`config.mk`:
```
export PLATFORM = sky130hd
export DESIGN_NAME = hsst_tx_src
export DESIGN_NICKNAME = d
export VERILOG_FILES = /design/src/verilog/hsst_cfg_pkg.sv /design/src/verilog/hsst_line_pkg.sv /design/src/verilog/hsst_tx_src.sv /design/src/verilog/tx_lane_cfg_regs.sv /design/src/verilog/tx_lane_framer.sv /design/src/verilog/tx_word_fifo.sv
export SDC_FILE = /design/constraint.sdc
export NUM_CORES = 1
export LEC_CHECK = 0
export BUFFER_PORTS_ARGS = -buffer_cell sky130_fd_sc_hd__buf_2
export CAP_MARGIN = 20
export CORE_MARGIN = 2
export CORE_UTILIZATION = 40
export DETAILED_ROUTE_END_ITERATION = 8
export PLACE_DENSITY = 0.54
export SLEW_MARGIN = 20
export SYNTH_ARGS = -nofsm -noshare
export SYNTH_HDL_FRONTEND = slang
export SYNTH_HIERARCHICAL = 1
export SYNTH_SLANG_ARGS = --single-unit
```
`constraint.sdc`:
```
create_clock -name src_clk -period 5.43 [get_ports src_clk]
set_input_delay 0.543 -clock src_clk [delete_from_list [all_inputs] [get_ports src_clk]]
set_output_delay 0.543 -clock src_clk [all_outputs]
set_load 0.02 [all_outputs]
```
`src/verilog/hsst_cfg_pkg.sv`:
```
package hsst_cfg_pkg;

    typedef logic [3:0]  cfg_addr_t;
    typedef logic [15:0] cfg_data_t;
    typedef logic [3:0]  gap_t;        // idle words after each data word.

    typedef struct packed {
        logic en;
        gap_t gap;
    } lane_cfg_t;

    // register map.
    localparam cfg_addr_t ADDR_LANE_EN  = 4'd0;  // bit n enables lane n.
    localparam cfg_addr_t ADDR_GAP0     = 4'd1;
    localparam cfg_addr_t ADDR_GAP1     = 4'd2;
    localparam cfg_addr_t ADDR_AE_LEVEL = 4'd3;  // shared by all lanes.
    localparam cfg_addr_t ADDR_SENT0    = 4'd4;  // read only.
    localparam cfg_addr_t ADDR_SENT1    = 4'd5;  // read only.

endpackage

```
`src/verilog/hsst_line_pkg.sv`:
```
package hsst_line_pkg;

    localparam int N_LANES    = 2;
    localparam int FIFO_DEPTH = 16;
    localparam int FIFO_AW    = 4;

    typedef logic [31:0] payload_t;    // word from the write side.
    typedef logic [39:0] txd_t;        // 40-bit line word.
    typedef logic [3:0]  txk_t;        // one k flag per byte.
    typedef logic [4:0]  fill_t;       // 0 to FIFO_DEPTH.
    typedef logic [15:0] sent_cnt_t;

    // comma idle, K28.5 in bytes 0 and 2.
    localparam txd_t IDLE_TXD = 40'h00_50BC_50BC;
    localparam txk_t IDLE_TXK = 4'b0101;

    typedef struct packed {
        txk_t txk;
        txd_t txd;
    } lane_tx_t;

endpackage
```
`src/verilog/hsst_tx_src.sv`:
```
module hsst_tx_src
    import hsst_line_pkg::*;
    import hsst_cfg_pkg::*;
(
    input  logic                    src_clk,
    input  logic                    i_src_rstn,
    input  logic     [N_LANES-1:0]  i_wr_en,
    input  payload_t [N_LANES-1:0]  i_wr_data,
    output logic     [N_LANES-1:0]  o_full,
    input  logic                    i_cfg_wr,
    input  cfg_addr_t               i_cfg_addr,
    input  cfg_data_t               i_cfg_wdata,
    output cfg_data_t               o_cfg_rdata,
    output lane_tx_t [N_LANES-1:0]  o_tx
);

    lane_cfg_t [N_LANES-1:0] lane_cfg;
    sent_cnt_t [N_LANES-1:0] sent_cnt;
    fill_t                   ae_level;  // one level for every lane.

    tx_lane_cfg_regs u_cfg_regs (
        .src_clk     (src_clk),
        .i_src_rstn  (i_src_rstn),
        .i_cfg_wr    (i_cfg_wr),
        .i_cfg_addr  (i_cfg_addr),
        .i_cfg_wdata (i_cfg_wdata),
        .o_cfg_rdata (o_cfg_rdata),
        .i_sent_cnt  (sent_cnt),
        .o_lane_cfg  (lane_cfg),
        .o_ae_level  (ae_level)
    );

    for (genvar n = 0; n < N_LANES; n++) begin : g_lane
        logic     rd_en;
        logic     almost_empty;
        payload_t rd_data;

        tx_word_fifo u_fifo (
            .src_clk        (src_clk),
            .i_src_rstn     (i_src_rstn),
            .i_wr_en        (i_wr_en[n]),
            .i_wr_data      (i_wr_data[n]),
            .i_rd_en        (rd_en),
            .o_rd_data      (rd_data),
            .i_ae_level     (ae_level),
            .o_full         (o_full[n]),
            .o_almost_empty (almost_empty)
        );

        // push to line is two cycles, one in the fifo and one here.
        tx_lane_framer u_framer (
            .src_clk        (src_clk),
            .i_src_rstn     (i_src_rstn),
            .i_lane_cfg     (lane_cfg[n]),
            .i_almost_empty (almost_empty),
            .i_rd_data      (rd_data),
            .o_rd_en        (rd_en),
            .o_tx           (o_tx[n]),
            .o_sent_cnt     (sent_cnt[n])
        );
    end

endmodule

```
`src/verilog/tx_lane_cfg_regs.sv`:
```
module tx_lane_cfg_regs
    import hsst_line_pkg::*;
    import hsst_cfg_pkg::*;
(
    input  logic                       src_clk,
    input  logic                       i_src_rstn,
    input  logic                       i_cfg_wr,
    input  cfg_addr_t                  i_cfg_addr,
    input  cfg_data_t                  i_cfg_wdata,
    output cfg_data_t                  o_cfg_rdata,
    input  sent_cnt_t [N_LANES-1:0]    i_sent_cnt,
    output lane_cfg_t [N_LANES-1:0]    o_lane_cfg,
    output fill_t                      o_ae_level
);

    logic [N_LANES-1:0] lane_en;
    gap_t [N_LANES-1:0] gap_q;
    fill_t              ae_level;

    always_ff @(posedge src_clk) begin
        if (!i_src_rstn) begin
            lane_en  <= '0;
            gap_q    <= '0;
            ae_level <= '0;
        end else if (i_cfg_wr) begin
            case (i_cfg_addr)
                ADDR_LANE_EN:  lane_en  <= i_cfg_wdata[N_LANES-1:0];
                ADDR_GAP0:     gap_q[0] <= i_cfg_wdata[$bits(gap_t)-1:0];
                ADDR_GAP1:     gap_q[1] <= i_cfg_wdata[$bits(gap_t)-1:0];
                ADDR_AE_LEVEL: ae_level <= i_cfg_wdata[$bits(fill_t)-1:0];
                default:       ;  // counters and unmapped are read only.
            endcase
        end
    end

    always_comb begin
        case (i_cfg_addr)
            ADDR_LANE_EN:  o_cfg_rdata = cfg_data_t'(lane_en);
            ADDR_GAP0:     o_cfg_rdata = cfg_data_t'(gap_q[0]);
            ADDR_GAP1:     o_cfg_rdata = cfg_data_t'(gap_q[1]);
            ADDR_AE_LEVEL: o_cfg_rdata = cfg_data_t'(ae_level);
            ADDR_SENT0:    o_cfg_rdata = cfg_data_t'(i_sent_cnt[0]);
            ADDR_SENT1:    o_cfg_rdata = cfg_data_t'(i_sent_cnt[1]);
            default:       o_cfg_rdata = '0;
        endcase
    end

    always_comb begin
        for (int n = 0; n < N_LANES; n++) begin
            o_lane_cfg[n].en  = lane_en[n];
            o_lane_cfg[n].gap = gap_q[n];
        end
    end

    assign o_ae_level = ae_level;

endmodule

```
`src/verilog/tx_lane_framer.sv`:
```
module tx_lane_framer
    import hsst_line_pkg::*;
    import hsst_cfg_pkg::*;
(
    input  logic      src_clk,
    input  logic      i_src_rstn,
    input  lane_cfg_t i_lane_cfg,
    input  logic      i_almost_empty,
    input  payload_t  i_rd_data,
    output logic      o_rd_en,
    output lane_tx_t  o_tx,
    output sent_cnt_t o_sent_cnt
);

    gap_t gap_cnt;    // idle slots since the last data word.
    logic data_slot;

    // a gap lowered mid-run still counts as reached.
    assign data_slot = i_lane_cfg.en
                    && (gap_cnt >= i_lane_cfg.gap)
                    && !i_almost_empty;

    assign o_rd_en = data_slot;  // fifo pops at the same edge.

    always_ff @(posedge src_clk) begin
        if (!i_src_rstn) begin
            o_tx.txd   <= IDLE_TXD;
            o_tx.txk   <= IDLE_TXK;
            gap_cnt    <= '0;
            o_sent_cnt <= '0;
        end else if (data_slot) begin
            o_tx.txd   <= {8'h00, i_rd_data};
            o_tx.txk   <= '0;
            gap_cnt    <= '0;
            o_sent_cnt <= o_sent_cnt + 1'b1;  // wraps at 16 bits.
        end else begin
            o_tx.txd <= IDLE_TXD;
            o_tx.txk <= IDLE_TXK;
            if (gap_cnt < i_lane_cfg.gap) begin
                gap_cnt <= gap_cnt + 1'b1;
            end else begin
                gap_cnt <= i_lane_cfg.gap;    // saturate.
            end
        end
    end

endmodule

```
`src/verilog/tx_word_fifo.sv`:
```
module tx_word_fifo
    import hsst_line_pkg::*;
(
    input  logic     src_clk,
    input  logic     i_src_rstn,
    input  logic     i_wr_en,
    input  payload_t i_wr_data,
    input  logic     i_rd_en,
    output payload_t o_rd_data,
    input  fill_t    i_ae_level,
    output logic     o_full,
    output logic     o_almost_empty
);

    payload_t           mem [FIFO_DEPTH];
    logic [FIFO_AW-1:0] wr_ptr;
    logic [FIFO_AW-1:0] rd_ptr;
    fill_t              count;
    logic               push;
    logic               pop;

    assign push = i_wr_en && !o_full;      // writes into a full fifo are dropped.
    assign pop  = i_rd_en && (count != '0);

    always_ff @(posedge src_clk) begin
        if (push) begin
            mem[wr_ptr] <= i_wr_data;
        end
    end

    always_ff @(posedge src_clk) begin
        if (!i_src_rstn) begin
            wr_ptr <= '0;
            rd_ptr <= '0;
            count  <= '0;
        end else begin
            if (push) begin
                wr_ptr <= wr_ptr + 1'b1;   // wraps at depth.
            end
            if (pop) begin
                rd_ptr <= rd_ptr + 1'b1;
            end
            case ({push, pop})
                2'b10:   count <= count + 1'b1;
                2'b01:   count <= count - 1'b1;
                default: count <= count;   // both or neither.
            endcase
        end
    end

    // show-ahead head word.
    assign o_rd_data = mem[rd_ptr];

    assign o_full         = (count == fill_t'(FIFO_DEPTH));
    assign o_almost_empty = (count <= i_ae_level);  // always high when empty.

endmodule

```
==> flow_metrics.env <==
export IMPL_drc=0
export IMPL_final_common_cell="edfxtp_1"
export IMPL_ant_nets=0
export IMPL_finalHoldViolCount=0
export IMPL_cts_hold_buffers_added=0
export IMPL_ir_worst_vdd_v=0.0002822
export IMPL_setup_ws_ns=1.474
export IMPL_finalMaxSlewViolations=0
export IMPL_p_leak_uw=0.01689
export IMPL_portBuffers=163
export IMPL_wl_per_cell_um=26.21
export IMPL_final_cell_mix="1024 x edfxtp_1, 254 x mux4_2, 162 x buf_2"
export IMPL_synth_cell_type_count=66
export IMPL_max_slew_margin=0.2892
export IMPL_layout_nets=2570
export IMPL_overflow=0
export IMPL_crit_required_ns=6.03
export IMPL_syn_area_sq_um=46090
export IMPL_place_inst=3836
export IMPL_antenna_found_initial=24
export IMPL_cts_resized=0
export IMPL_final_setup_tns_ns=0
export IMPL_insertion_delay_ns=0.73
export IMPL_via_count=22170
export IMPL_start_util=0.4031
export IMPL_tightest_slew_ns=1.064
export IMPL_ys_async_sr_fraction=0
export IMPL_cts_root_buffer="clkbuf_16"
export IMPL_drtIter0Drc=1920
export IMPL_reg2reg_to="g_lane[1].u_fifo/count[4]"
export IMPL_cts_made_buffers=119
export IMPL_cp_arrival_ns=4.55
export IMPL_status="completed"
export IMPL_worstSetupPathType="reg -> reg"
export IMPL_dp_hpwl_um=58750
export IMPL_cp_max_fo=9
export IMPL_dieArea_sq_um=118000
export IMPL_reg2reg_slack_ns=1.47
export IMPL_total_power_uw=19030
export IMPL_finalNonFillerCells=4072
export IMPL_period_needed_ns=3.956
export IMPL_rsz0062_at_grt="false"
export IMPL_regArea_sq_um=33870
export IMPL_r2r_start="g_lane[1].u_fifo/count[1]"
export IMPL_path_clk_slew_ns=0.06
export IMPL_grt_max_degree=68
export IMPL_area_growth_pct=14.43
export IMPL_grt_pass1_wl_um=155300
export IMPL_grt_usage=0.1807
export IMPL_synthesis_instances=2221
export IMPL_syn_area_per_cell_sq_um=20.75
export IMPL_clock_path_buffers=3
export IMPL_die_h_um=343.5
export IMPL_gp_congestion=0.7763
export IMPL_seq_area_frac_synth=0.7345
export IMPL_yosys_most_used_dff="edfxtp_1"
export IMPL_vias_per_cell=5.445
export IMPL_drive_above_1_share=0.2838
export IMPL_fin_crit_sh=0.7286
export IMPL_holdWs_ns=0.1504
export IMPL_routed_wl_um=106700
export IMPL_yosysWarnings=6
export IMPL_skew_ns=0.04062
export IMPL_fill_cells=9519
export IMPL_numClockSinks=1179
export IMPL_ios=195
export IMPL_hold_class="in -> reg"
export IMPL_power_density_nw_per_um2=360.8
export IMPL_pre_cts_slack_ns=1.478
export IMPL_cp_end_kind="flop"
export IMPL_synth_edf_count=1024
export IMPL_chipWidth_um=343.5
export IMPL_cts_tree="yes"
export IMPL_max_freq_mhz=252.8
export IMPL_worstHoldStart="i_cfg_wdata[4]"
export IMPL_startpoint="g_lane[1].u_fifo/count[1]"
export IMPL_maxCapViolations=0
export IMPL_r2r_cells=18
export IMPL_fp_coreArea_sq_um=114300
export IMPL_placementRows=124
export IMPL_multi_input_area_sq_um=11530
export IMPL_dr_pass1_iters=7
export IMPL_h_tree_depth=3
export IMPL_synth_seq_cells=1179
export IMPL_start_kind="flop"
export IMPL_postCtsSetupBuffers=0
export IMPL_endpoint="g_lane[1].u_fifo/count[4]"
export IMPL_setup_viol=0
export IMPL_grt_pass1_vias=22940
[state kept, by name, summed over array words and instances, names as in the netlist, named ones only]
name / flops
g_lane.u_fifo/rd_ptr: 8
g_lane.u_fifo/count: 10
g_lane.u_fifo/wr_ptr: 8
u_cfg_regs/o_ae_level: 5
u_cfg_regs/o_lane_cfg: 8
g_lane.u_framer/gap_cnt: 8
g_lane.u_fifo/mem: 1024
g_lane.u_framer/o_tx: 66
u_cfg_regs/lane_en: 2
g_lane.u_framer/o_sent_cnt: 32
[cell type report]
cell class,instances,share of cell area
inverters,38,0.002704
clock inverters,80,0.01651
multi-input cells,890,0.2187
flip-flops and latches,1179,0.6422
repair buffers,217,0.02453
diodes,9,0.0004270
clock buffers,147,0.05902
well taps,1512,0.03587
[stage by stage]
stage	instance area (sq um)	util
floorplan	46160	-
global placement	48710	0.4260
detailed placement	48740	0.4262
CTS	52720	0.4611
global route	52730	0.4612
finish	52740	0.4613
[synth_stat cells (10+ instances only)]
library cell / number / share of area
o21ai_0: 12 / 0.0013
mux2i_1: 29 / 0.0063
buf_2: 10 / 0.0011
dfxtp_1: 155 / 0.067
nor2_1: 44 / 0.0036
and3_1: 38 / 0.0052
buf_4: 35 / 0.0057
nor2b_1: 13 / 0.0018
nand3_1: 21 / 0.0023
a21oi_1: 30 / 0.0033
nor3_1: 16 / 0.0017
inv_1: 38 / 0.0031
ha_1: 36 / 0.0098
edfxtp_1: 1024 / 0.67
mux4_1: 66 / 0.038
buf_6: 23 / 0.0056
a22o_1: 11 / 0.0021
o21a_1: 12 / 0.0020
nand2_1: 75 / 0.0061
mux4_2: 254 / 0.12
or3_1: 38 / 0.0052
clkbuf_1: 51 / 0.0042
and2_1: 28 / 0.0038
nand2b_1: 14 / 0.0019
xnor2_1: 22 / 0.0042
[worst max-delay path, cell delays in order (launching register included)]
cell and delay, ns:
dfxtp_1 0.52, ha_1 0.31, nor2b_1 0.14, o21a_1 0.17
o21a_1 0.17, o21a_1 0.16, o22ai_1 0.25, nor2b_1 0.10
o21ai_2 0.08, inv_1 0.07, inv_1 0.08, a21oi_1 0.11
ha_1 0.35, xor2_1 0.18, ha_1 0.24, or4b_1 0.54
a21oi_1 0.15, a21oi_1 0.10, mux2i_1 0.12
[kinds of logic (layout without fill, tap and decap cells)]
family          after synthesis  after routing  share of synthesized area
other cells                   2             29                  0.0001629
mux                         359            359                     0.1707
compound gates              106            106                    0.01604
flops                      1179           1179                     0.7345
xor+xnor                     30             30                   0.005701
simple gates                339            339                    0.04162
fa+ha+maj                    36             36                   0.009773
buf+inv                     170            482                    0.02150
[per-layer routing]
layer	GRT usage	vias up	routed length, um
met5	0	-	111
met4	0.05004	18	2173
met3	0.03437	162	6342
met2	0.2938	590	52230
met1	0.2503	11810	45870
li1	-	9594	-
[worst min path at each step]
stage | endpoint | depth (start not counted)
3_3_place_gp | u_cfg_regs/o_lane_cfg[7] | 2
3_5_place_dp | u_cfg_regs/o_lane_cfg[2] | 2
2_1_floorplan | u_cfg_regs/o_lane_cfg[7] | 2
6_report | u_cfg_regs/o_ae_level[4] | 3
5_1_grt | u_cfg_regs/o_ae_level[4] | 3
4_1_cts | u_cfg_regs/o_ae_level[4] | 3
[power by group]
group	switching, uW	total (uW)	internal, uW
Sequential	51.7	10000	9960
Clock	3480	8290	4800
Combinational	473	731	257
Total	4010	19000	15000
No activity file was read; power rests on OpenSTA's default activity.
